[src/slide_pkg.sv]
//////////////////////////////
// Slide unit geometry, opcode and width enums,
// instruction and result word structs
//////////////////////////////
`default_nettype none

package slide_pkg;

  //////////////////////////////
  // Geometry
  //////////////////////////////

  localparam int unsigned NrLanes          = 2;
  localparam int unsigned LaneBytes        = 8;
  // One result word spans all lanes
  localparam int unsigned WordBytes        = NrLanes * LaneBytes;
  localparam int unsigned MaxVlBytes       = 64;
  localparam int unsigned WordsPerReg      = 4;
  localparam int unsigned InsnQueueDepth   = 2;
  localparam int unsigned ResultQueueDepth = 2;

  //////////////////////////////
  // Enums and scalar types
  //////////////////////////////

  typedef enum logic {
    SLIDE_UP,
    SLIDE_DOWN
  } slide_op_e;

  // Encoding doubles as the byte shift of an element
  typedef enum logic [1:0] {
    EW8,
    EW16,
    EW32,
    EW64
  } sew_e;

  typedef logic [1:0]               vid_t;
  typedef logic [4:0]               vreg_t;
  // Register number times WordsPerReg plus word index
  typedef logic [6:0]               vaddr_t;
  typedef logic [8*WordBytes-1:0]   word_t;
  typedef logic [WordBytes-1:0]     strb_t;
  // Stride or vl as requested, in elements
  typedef logic [6:0]               elem_t;
  // Stride or vl after scaling to bytes
  typedef logic [9:0]               bcnt_t;

  // Queued instruction, stride and vl already in bytes
  typedef struct packed {
    slide_op_e op;
    sew_e      sew;
    bcnt_t     stride;
    bcnt_t     vl;
    vreg_t     vd;
    vid_t      id;
  } slide_insn_t;

  // One result word on its way to the lanes
  typedef struct packed {
    vid_t   id;
    vaddr_t addr;
    word_t  data;
    strb_t  be;
    logic   last;
  } result_t;

endpackage

`default_nettype wire

[src/slide_result_if.sv]
//////////////////////////////
// Result word handshake with queue status
//////////////////////////////
`timescale 1ns/1ps
`default_nettype none

interface slide_result_if import slide_pkg::*; ();

  // Word moves on an edge with valid and ready high
  logic    valid;
  logic    ready;
  result_t payload;
  // Occupancy of the result queue, always driven by the queue itself
  logic    full;
  logic    empty;

  // Sending side; the queue is the sender on the pop side
  modport prod (
    output valid, payload, full, empty,
    input  ready
  );

  // Receiving side; the queue is the receiver on the push side
  modport cons (
    input  valid, payload,
    output ready, full, empty
  );

endinterface

`default_nettype wire

[src/slide_issue.sv]
//////////////////////////////
// Instruction queue and slide engine
// Builds byte-enabled result words from operand words
//////////////////////////////
`timescale 1ns/1ps
`default_nettype none

module slide_issue import slide_pkg::*; (
  input  logic      clk_i,
  input  logic      rst_ni,
  // Instruction request
  input  logic      req_valid_i,
  input  slide_op_e req_op_i,
  input  sew_e      req_sew_i,
  input  elem_t     req_stride_i,
  input  elem_t     req_vl_i,
  input  vreg_t     req_vd_i,
  input  vid_t      req_id_i,
  output logic      req_ready_o,
  // Source register words
  input  word_t     operand_i,
  input  logic      operand_valid_i,
  output logic      operand_ready_o,
  // Result words towards the queue
  slide_result_if.prod push_if
);

  localparam int unsigned PtrW  = $clog2(WordBytes);
  localparam int unsigned QPtrW = $clog2(InsnQueueDepth);
  localparam int unsigned WIdxW = $clog2(WordsPerReg);
  localparam logic [PtrW:0] FullWord = (PtrW+1)'(WordBytes);

  typedef enum logic {
    SLIDE_IDLE,
    SLIDE_RUN
  } slide_state_e;

  //////////////////////////////
  // Instruction queue
  //////////////////////////////

  slide_insn_t             insn_q [InsnQueueDepth];
  slide_insn_t             accept_insn;
  slide_insn_t             insn_cur;
  logic [QPtrW-1:0]        acc_ptr_q, iss_ptr_q;
  logic [QPtrW:0]          insn_cnt_q;
  logic                    accept;
  logic                    retire;

  assign req_ready_o = insn_cnt_q != (QPtrW+1)'(InsnQueueDepth);
  assign accept      = req_valid_i && req_ready_o;
  // Head entry stays put until its last word is pushed
  assign insn_cur    = insn_q[iss_ptr_q];

  // Scale stride and vl to bytes on the way in
  always_comb begin
    accept_insn.op     = req_op_i;
    accept_insn.sew    = req_sew_i;
    accept_insn.stride = bcnt_t'(req_stride_i) << req_sew_i;
    accept_insn.vl     = bcnt_t'(req_vl_i) << req_sew_i;
    accept_insn.vd     = req_vd_i;
    accept_insn.id     = req_id_i;
  end

  //////////////////////////////
  // Slide engine
  //////////////////////////////

  slide_state_e     state_q, state_d;
  // Byte pointers into the operand and into the word being built
  logic [PtrW-1:0]  in_pnt_q, in_pnt_d;
  logic [PtrW-1:0]  out_pnt_q, out_pnt_d;
  // Bytes still to be written for this instruction
  bcnt_t            cnt_q, cnt_d;
  logic [WIdxW-1:0] widx_q, widx_d;
  word_t            word_q, word_d, word_mrg;
  strb_t            be_q, be_d, be_mrg;

  logic [PtrW:0]    in_room, out_room, step;
  logic [PtrW:0]    in_sum, out_sum;
  logic             last_step, in_wrap, push_now, fire;

  // Bytes copied this cycle, bounded by both words and the count
  always_comb begin
    in_room  = FullWord - {1'b0, in_pnt_q};
    out_room = FullWord - {1'b0, out_pnt_q};
    step     = (in_room < out_room) ? in_room : out_room;
    if (cnt_q < bcnt_t'(step)) begin
      step = cnt_q[PtrW:0];
    end
  end

  assign in_sum    = {1'b0, in_pnt_q} + step;
  assign out_sum   = {1'b0, out_pnt_q} + step;
  assign last_step = cnt_q <= bcnt_t'(step);
  assign in_wrap   = in_sum == FullWord;
  assign push_now  = (out_sum == FullWord) || last_step;
  // Nothing moves while the queue cannot take a word
  assign fire      = (state_q == SLIDE_RUN) && operand_valid_i && push_if.ready;

  // Next operand only once the current one is used up
  assign operand_ready_o = (state_q == SLIDE_RUN) && push_if.ready && (in_wrap || last_step);

  // Merge the overlap of the operand into the word under construction
  always_comb begin
    int unsigned src;
    word_mrg = word_q;
    be_mrg   = be_q;
    src      = 0;
    for (int unsigned b = 0; b < WordBytes; b++) begin
      if (b >= out_pnt_q && b < out_pnt_q + step) begin
        src                = b - out_pnt_q + in_pnt_q;
        word_mrg[8*b +: 8] = operand_i[8*src +: 8];
        be_mrg[b]          = 1'b1;
      end
    end
  end

  // Push side
  assign push_if.valid        = (state_q == SLIDE_RUN) && operand_valid_i && push_now;
  assign push_if.payload.id   = insn_cur.id;
  assign push_if.payload.addr = vaddr_t'(int'(insn_cur.vd) * WordsPerReg + int'(widx_q));
  assign push_if.payload.data = word_mrg;
  assign push_if.payload.be   = be_mrg;
  assign push_if.payload.last = last_step;

  always_comb begin
    state_d   = state_q;
    in_pnt_d  = in_pnt_q;
    out_pnt_d = out_pnt_q;
    cnt_d     = cnt_q;
    widx_d    = widx_q;
    word_d    = word_q;
    be_d      = be_q;
    retire    = 1'b0;
    unique case (state_q)
      SLIDE_IDLE: begin
        if (insn_cnt_q != '0) begin
          state_d = SLIDE_RUN;
          word_d  = '0;
          be_d    = '0;
          if (insn_cur.op == SLIDE_UP) begin
            // Read from source byte 0, write from the stride on
            in_pnt_d  = '0;
            out_pnt_d = insn_cur.stride[PtrW-1:0];
            cnt_d     = insn_cur.vl - insn_cur.stride;
            widx_d    = insn_cur.stride[PtrW +: WIdxW];
          end else begin
            // Read from the stride on, write from byte 0
            in_pnt_d  = insn_cur.stride[PtrW-1:0];
            out_pnt_d = '0;
            cnt_d     = insn_cur.vl;
            widx_d    = '0;
          end
        end
      end
      SLIDE_RUN: begin
        if (fire) begin
          // A full word wraps the pointer back to 0
          in_pnt_d  = in_sum[PtrW-1:0];
          out_pnt_d = out_sum[PtrW-1:0];
          cnt_d     = cnt_q - bcnt_t'(step);
          word_d    = word_mrg;
          be_d      = be_mrg;
          if (push_now) begin
            word_d = '0;
            be_d   = '0;
            widx_d = widx_q + 1'b1;
          end
          if (last_step) begin
            state_d = SLIDE_IDLE;
            retire  = 1'b1;
          end
        end
      end
      default: state_d = SLIDE_IDLE;
    endcase
  end

  always_ff @(posedge clk_i or negedge rst_ni) begin
    if (!rst_ni) begin
      state_q    <= SLIDE_IDLE;
      in_pnt_q   <= '0;
      out_pnt_q  <= '0;
      cnt_q      <= '0;
      widx_q     <= '0;
      acc_ptr_q  <= '0;
      iss_ptr_q  <= '0;
      insn_cnt_q <= '0;
    end else begin
      state_q   <= state_d;
      in_pnt_q  <= in_pnt_d;
      out_pnt_q <= out_pnt_d;
      cnt_q     <= cnt_d;
      widx_q    <= widx_d;
      if (accept) begin
        acc_ptr_q <= acc_ptr_q + 1'b1;
      end
      if (retire) begin
        iss_ptr_q <= iss_ptr_q + 1'b1;
      end
      unique case ({accept, retire})
        2'b10:   insn_cnt_q <= insn_cnt_q + 1'b1;
        2'b01:   insn_cnt_q <= insn_cnt_q - 1'b1;
        default: insn_cnt_q <= insn_cnt_q;
      endcase
    end
  end

  // Entry storage and the word under construction
  always_ff @(posedge clk_i) begin
    if (accept) begin
      insn_q[acc_ptr_q] <= accept_insn;
    end
    word_q <= word_d;
    be_q   <= be_d;
  end

endmodule

`default_nettype wire

[src/slide_result_queue.sv]
//////////////////////////////
// Two-entry result word FIFO
//////////////////////////////
`timescale 1ns/1ps
`default_nettype none

module slide_result_queue import slide_pkg::*; (
  input  logic clk_i,
  input  logic rst_ni,
  slide_result_if.cons push_if,
  slide_result_if.prod pop_if
);

  localparam int unsigned PtrW = $clog2(ResultQueueDepth);

  result_t         mem_q [ResultQueueDepth];
  logic [PtrW-1:0] wr_ptr_q, rd_ptr_q;
  logic [PtrW:0]   cnt_q;
  logic            full, empty;
  logic            push, pop;

  assign full  = cnt_q == (PtrW+1)'(ResultQueueDepth);
  assign empty = cnt_q == '0;

  // Same status on both sides
  assign push_if.full  = full;
  assign push_if.empty = empty;
  assign pop_if.full   = full;
  assign pop_if.empty  = empty;

  assign push_if.ready = !full;
  // Head is registered, so a word shows up the cycle after its push
  assign pop_if.valid   = !empty;
  assign pop_if.payload = mem_q[rd_ptr_q];

  assign push = push_if.valid && push_if.ready;
  assign pop  = pop_if.valid && pop_if.ready;

  always_ff @(posedge clk_i or negedge rst_ni) begin
    if (!rst_ni) begin
      wr_ptr_q <= '0;
      rd_ptr_q <= '0;
      cnt_q    <= '0;
    end else begin
      if (push) begin
        wr_ptr_q <= wr_ptr_q + 1'b1;
      end
      if (pop) begin
        rd_ptr_q <= rd_ptr_q + 1'b1;
      end
      // Simultaneous push and pop leaves the count alone
      unique case ({push, pop})
        2'b10:   cnt_q <= cnt_q + 1'b1;
        2'b01:   cnt_q <= cnt_q - 1'b1;
        default: cnt_q <= cnt_q;
      endcase
    end
  end

  always_ff @(posedge clk_i) begin
    if (push) begin
      mem_q[wr_ptr_q] <= push_if.payload;
    end
  end

endmodule

`default_nettype wire

[src/slide_commit.sv]
//////////////////////////////
// Per-lane request and grant tracking, pop and done pulse
//////////////////////////////
`timescale 1ns/1ps
`default_nettype none

module slide_commit import slide_pkg::*; (
  input  logic               clk_i,
  input  logic               rst_ni,
  slide_result_if.cons       pop_if,
  // Lane write port
  output logic [NrLanes-1:0] result_req_o,
  input  logic [NrLanes-1:0] result_gnt_i,
  output vaddr_t             result_addr_o,
  output vid_t               result_id_o,
  output word_t              result_wdata_o,
  output strb_t              result_be_o,
  // Instruction completion
  output logic               done_o,
  output vid_t               done_id_o
);

  // Lanes still to grant the current head
  logic [NrLanes-1:0] pending_q, pending, left;
  // Head already partly granted
  logic               active_q;

  // A fresh head requests every lane in its first cycle
  assign pending      = active_q ? pending_q : {NrLanes{pop_if.valid}};
  assign result_req_o = pending;
  assign left         = pending & ~result_gnt_i;

  // Pop once the last outstanding lane grants
  assign pop_if.ready = pop_if.valid && (left == '0);

  // Shared word fields straight from the queue head
  assign result_addr_o  = pop_if.payload.addr;
  assign result_id_o    = pop_if.payload.id;
  assign result_wdata_o = pop_if.payload.data;
  assign result_be_o    = pop_if.payload.be;

  always_ff @(posedge clk_i or negedge rst_ni) begin
    if (!rst_ni) begin
      pending_q <= '0;
      active_q  <= 1'b0;
      done_o    <= 1'b0;
    end else begin
      pending_q <= left;
      active_q  <= pop_if.valid && (left != '0);
      // Last word of an instruction fully granted
      done_o    <= pop_if.ready && pop_if.payload.last;
    end
  end

  always_ff @(posedge clk_i) begin
    if (pop_if.ready) begin
      done_id_o <= pop_if.payload.id;
    end
  end

endmodule

`default_nettype wire

[src/slide_unit.sv]
//////////////////////////////
// Slide unit top level
//////////////////////////////
`timescale 1ns/1ps
`default_nettype none

module slide_unit import slide_pkg::*; (
  input  logic               clk_i,
  input  logic               rst_ni,
  // Instruction request
  input  logic               req_valid_i,
  input  slide_op_e          req_op_i,
  input  sew_e               req_sew_i,
  input  elem_t              req_stride_i,
  input  elem_t              req_vl_i,
  input  vreg_t              req_vd_i,
  input  vid_t               req_id_i,
  output logic               req_ready_o,
  // Source register words
  input  word_t              operand_i,
  input  logic               operand_valid_i,
  output logic               operand_ready_o,
  // Lane write port, lane l owns bytes 8l to 8l+7
  output logic [NrLanes-1:0] result_req_o,
  input  logic [NrLanes-1:0] result_gnt_i,
  output vaddr_t             result_addr_o,
  output vid_t               result_id_o,
  output word_t              result_wdata_o,
  output strb_t              result_be_o,
  // Completion
  output logic               done_o,
  output vid_t               done_id_o
);

  // Engine to queue, queue to commit
  slide_result_if push_if ();
  slide_result_if pop_if ();

  slide_issue slide_issue_i (
    .clk_i           (clk_i),
    .rst_ni          (rst_ni),
    .req_valid_i     (req_valid_i),
    .req_op_i        (req_op_i),
    .req_sew_i       (req_sew_i),
    .req_stride_i    (req_stride_i),
    .req_vl_i        (req_vl_i),
    .req_vd_i        (req_vd_i),
    .req_id_i        (req_id_i),
    .req_ready_o     (req_ready_o),
    .operand_i       (operand_i),
    .operand_valid_i (operand_valid_i),
    .operand_ready_o (operand_ready_o),
    .push_if         (push_if.prod)
  );

  slide_result_queue slide_result_queue_i (
    .clk_i   (clk_i),
    .rst_ni  (rst_ni),
    .push_if (push_if.cons),
    .pop_if  (pop_if.prod)
  );

  slide_commit slide_commit_i (
    .clk_i          (clk_i),
    .rst_ni         (rst_ni),
    .pop_if         (pop_if.cons),
    .result_req_o   (result_req_o),
    .result_gnt_i   (result_gnt_i),
    .result_addr_o  (result_addr_o),
    .result_id_o    (result_id_o),
    .result_wdata_o (result_wdata_o),
    .result_be_o    (result_be_o),
    .done_o         (done_o),
    .done_id_o      (done_id_o)
  );

endmodule

`default_nettype wire

[config.mk]
export PLATFORM = sky130hd
export DESIGN_NAME = slide_unit
export DESIGN_NICKNAME = d
export VERILOG_FILES = /design/src/slide_pkg.sv /design/src/slide_result_if.sv /design/src/slide_issue.sv /design/src/slide_result_queue.sv /design/src/slide_commit.sv /design/src/slide_unit.sv
export SDC_FILE = /design/constraint.sdc
export NUM_CORES = 1
export LEC_CHECK = 0
export ABC_CLOCK_PERIOD_IN_PS = 41100
export BUFFER_PORTS_ARGS = -buffer_cell sky130_fd_sc_hd__buf_4
export CAP_MARGIN = 20
export CORE_UTILIZATION = 42
export CTS_CLUSTER_DIAMETER = 200
export DETAILED_ROUTE_END_ITERATION = 8
export GPL_ROUTABILITY_DRIVEN = 0
export GPL_TIMING_DRIVEN = 0
export PLACE_DENSITY = 0.57
export SYNTH_ARGS = -nofsm -noshare
export SYNTH_HDL_FRONTEND = slang
export SYNTH_SLANG_ARGS = --single-unit
[constraint.sdc]
create_clock -name clk_i -period 41.1 [get_ports clk_i]
set_input_delay 8.22 -clock clk_i [delete_from_list [all_inputs] [get_ports clk_i]]
set_output_delay 8.22 -clock clk_i [all_outputs]
set_load 0.01 [all_outputs]
==> flow_summary_export.csv <==
group,metric,value,unit
timing,slew_violations,0,
clock_network,cts_buffer_depth,3,
die,die_h,279.6,um
clock_network,postCtsHoldBufs,0,
route,drtAntennaViolNets,0,
timing,hold_viol,0,
clock_network,cts-htree-levels,2,
setup_path,slowest_delay,830,ps
route,routed_via_density,6.002,
setup_path,rrSetupSlack,30380,ps
final_layout,nets,3217,
die,initial_core_util,42.53,%
setup_path,start_kind,"register",
route,vias,24278,
final_layout,antenna_cells,0,
route,drt-total-wl,108500,um
route,detail_route.drc_violations,0,
timing,fin_tns_setup,0,ps
clock_network,ctsResizeCount,0,
grt,grt_pass1_vias,24044,
synth,yosysTopAreaCell,"edfxtp_1",
timing,clock-skew-final,36.73,ps
final_layout,drive_gt1_share,29.68,%
synth,ys_types,83,
synth,yosysMostFrequentCell,"edfxtp_1",
synth,synth-simple-area-share,8.979,%
grt,busiest_layer,"met2",
synth,synth_nets,2822,
final_layout,area_growth,18.44,%
setup_path,critPathSlowestCell,"o31ai_1",
grt,grt_overflow,0,
clock_network,root_buffer,"clkbuf_16",
clock_network,clock_latency,640,ps
setup_path,end_kind,"output port",
grt,grt_max_degree,66,
clock_network,cts_tree,"built",
die,fp.dieW,279.6,um
synth,synth_fa_ha_area_share,3.743,%
setup_path,cp_common_cell,"inv_1",
setup_path,critPathArrivalTime,9310,ps
synth,synth_xor_area_share,1.624,%
setup_path,worstSetupPathDepth,30,
grt,grt_first_pass_wirelength,157300,um
clock_network,postCtsSetupBuffers,0,
route,post_drt_wl_per_cell,26.83,um
synth,synth_top_area_share,47.33,%
die,core,76080,um2
place,port-buffer-count,316,
timing,period_needed,17530,ps
setup_path,crit_path_end,"operand_ready_o",
outcome,status,"complete, no violations",
setup_path,cp_data_required_time,32880,ps
setup_path,worstPathMaxFanout,14,
grt,antenna_found_initial,1,
timing,finalSetupViolCount,0,
timing,whs,523.6,ps
route,drt_iter0_drc,2364,
synth,synth_ff_type,"edfxtp_1",
min_path,hp-class,"reg2reg",
timing,tightest_slew,1122,ps
final_layout,fill_cells,6725,
synth,async_reset_ff_share,6.077,%
synth,yosysSeqAreaShare,49.88,%
die,die-area,78150,um2
synth,avgSynthCellArea,12.58,um2
timing,grt_setup_unrepaired,"no",
grt,gr-usage-met3,6.072,%
final_layout,multi_input_area,15360,um2
timing,max_freq,0.05706,GHz
synth,syn-instance-count,2572,
die,num_io_pins,318,
clock_network,path_clk_slew,60,ps
synth,synth_top_cells_by_count,"edfxtp_1, mux2_2, nand2_1, a21oi_1, mux4_2",
synth,synth.area.mux_share,22.55,%
final_layout,regArea,16140,um2
die,rows,101,
synth,yosys_warnings,0,
clock_network,cts_sinks,543,
setup_path,cp_top_family,"compound AO/OA/AOI/OAI gates",
timing,relSlewSlack,25.21,%
setup_path,r2r-start,"slide_issue_i.out_pnt_q[3]",
route,drtPass1Iterations,5,
synth,synth_area_leaders,"edfxtp_1, mux4_2, mux2_2",
synth,yosys_register_bits,543,
setup_path,crit_buf_inv,10,
synth,synth_area,32360,um2
synth,synth_edf_count,510,
timing,fin_crit_sh,42.64,%
clock_network,cts_buffers,59,
grt,gr-usage-all-layers,27.37,%
grt,use_met2,44.92,%
synth,synth_compound_area_share,10.52,%
setup_path,r2r-end,"slide_result_queue_i.mem_q[0][68]",
place,post-dp-hpwl,84930,um
setup_path,r2r_cells,35,
job,maxCapViolations,0,
setup_path,critPathKind,"reg2out",
setup_path,critPathLaunch,"slide_issue_i.out_pnt_q[3]",
synth,synth_top_family_by_area,"multiplexers",
min_path,hold_depth,0,
grt,use_met1,33.50,%
## area by class of cell
class / count / share of cell area [%]
inverters: 80 / 0.7836
multi-input cells: 1815 / 40.09
well taps: 1030 / 3.363
plain buffers: 134 / 1.508
clock buffers: 70 / 3.960
repair buffers: 334 / 7.072
flip-flops and latches: 543 / 42.12
clock inverters: 39 / 1.107
## per-layer routing
metal / wire length [um] / vias to the layer above
li1: - / 10769
met1: 41370 / 12045
met2: 51250 / 1181
met3: 9127 / 281
met4: 6771 / 2
met5: 20 / -
## cell families (layout without fill, tap and decap cells)
| logic type | count (synthesis) | after routing |
|---|---|---|
| AO/OA/AOI/OAI | 548 | 548 |
| XOR/XNOR | 57 | 57 |
| adder cells (fa/ha/maj) | 92 | 92 |
| buffers and inverters | 214 | 657 |
| flip-flops | 543 | 543 |
| multiplexers | 514 | 514 |
| AND/OR/NAND/NOR | 604 | 604 |
## per-stage QoR
stage | setup slack (ps) | instance area, um2 | utilization (%) | instances
floorplan | 25480 | 32360 | - | 2572
global placement | 21100 | 36020 | 47.34 | 3918
detailed placement | 24410 | 36360 | 47.79 | 3933
CTS | 23680 | 38300 | 50.35 | 4042
global route | 22970 | 38320 | 50.37 | 4045
finish | 23570 | 38320 | 50.37 | 4045
## cells in the final DEF (no fill, tap or decap), types with 59 or more instances in the layout
cell / count
nor2_1: 124
mux2_2: 249
o21ai_0: 131
nand2_1: 225
edfxtp_1: 510
inv_1: 78
clkbuf_16: 59
mux2i_1: 118
clkbuf_1: 93
a21oi_1: 210
mux4_2: 146
ha_1: 84
buf_4: 319
## worst min path at each step
| stage | from | slack (ps) | to |
|---|---|---|---|
| after global routing | slide_issue_i.widx_q[0] | 540 | slide_result_queue_i.mem_q[0][145] |
| after global placement | slide_issue_i.acc_ptr_q | 480 | slide_issue_i.acc_ptr_q |
| after floorplan | slide_result_queue_i.wr_ptr_q | 460 | slide_result_queue_i.wr_ptr_q |
| final | slide_issue_i.widx_q[0] | 520 | slide_result_queue_i.mem_q[0][145] |
| after detailed placement | slide_issue_i.widx_q[0] | 500 | slide_result_queue_i.mem_q[0][145] |
| after CTS | slide_issue_i.widx_q[0] | 520 | slide_result_queue_i.mem_q[0][145] |
## registers in the layout (all words and copies together) (netlist names), 2 cells and up
name,count
slide_result_queue_i.mem_q,308
slide_issue_i.out_pnt_q,4
slide_issue_i.insn_q,56
slide_issue_i.cnt_q,10
slide_issue_i.widx_q,2
slide_result_queue_i.cnt_q,2
slide_commit_i.done_id_o,2
slide_issue_i.in_pnt_q,4
slide_commit_i.pending_q,2
slide_issue_i.word_q,128
slide_issue_i.insn_cnt_q,2
slide_issue_i.be_q,16
Power is not shown: default switching activity piles up to over one toggle a cycle in this logic, so the estimate is an artifact.
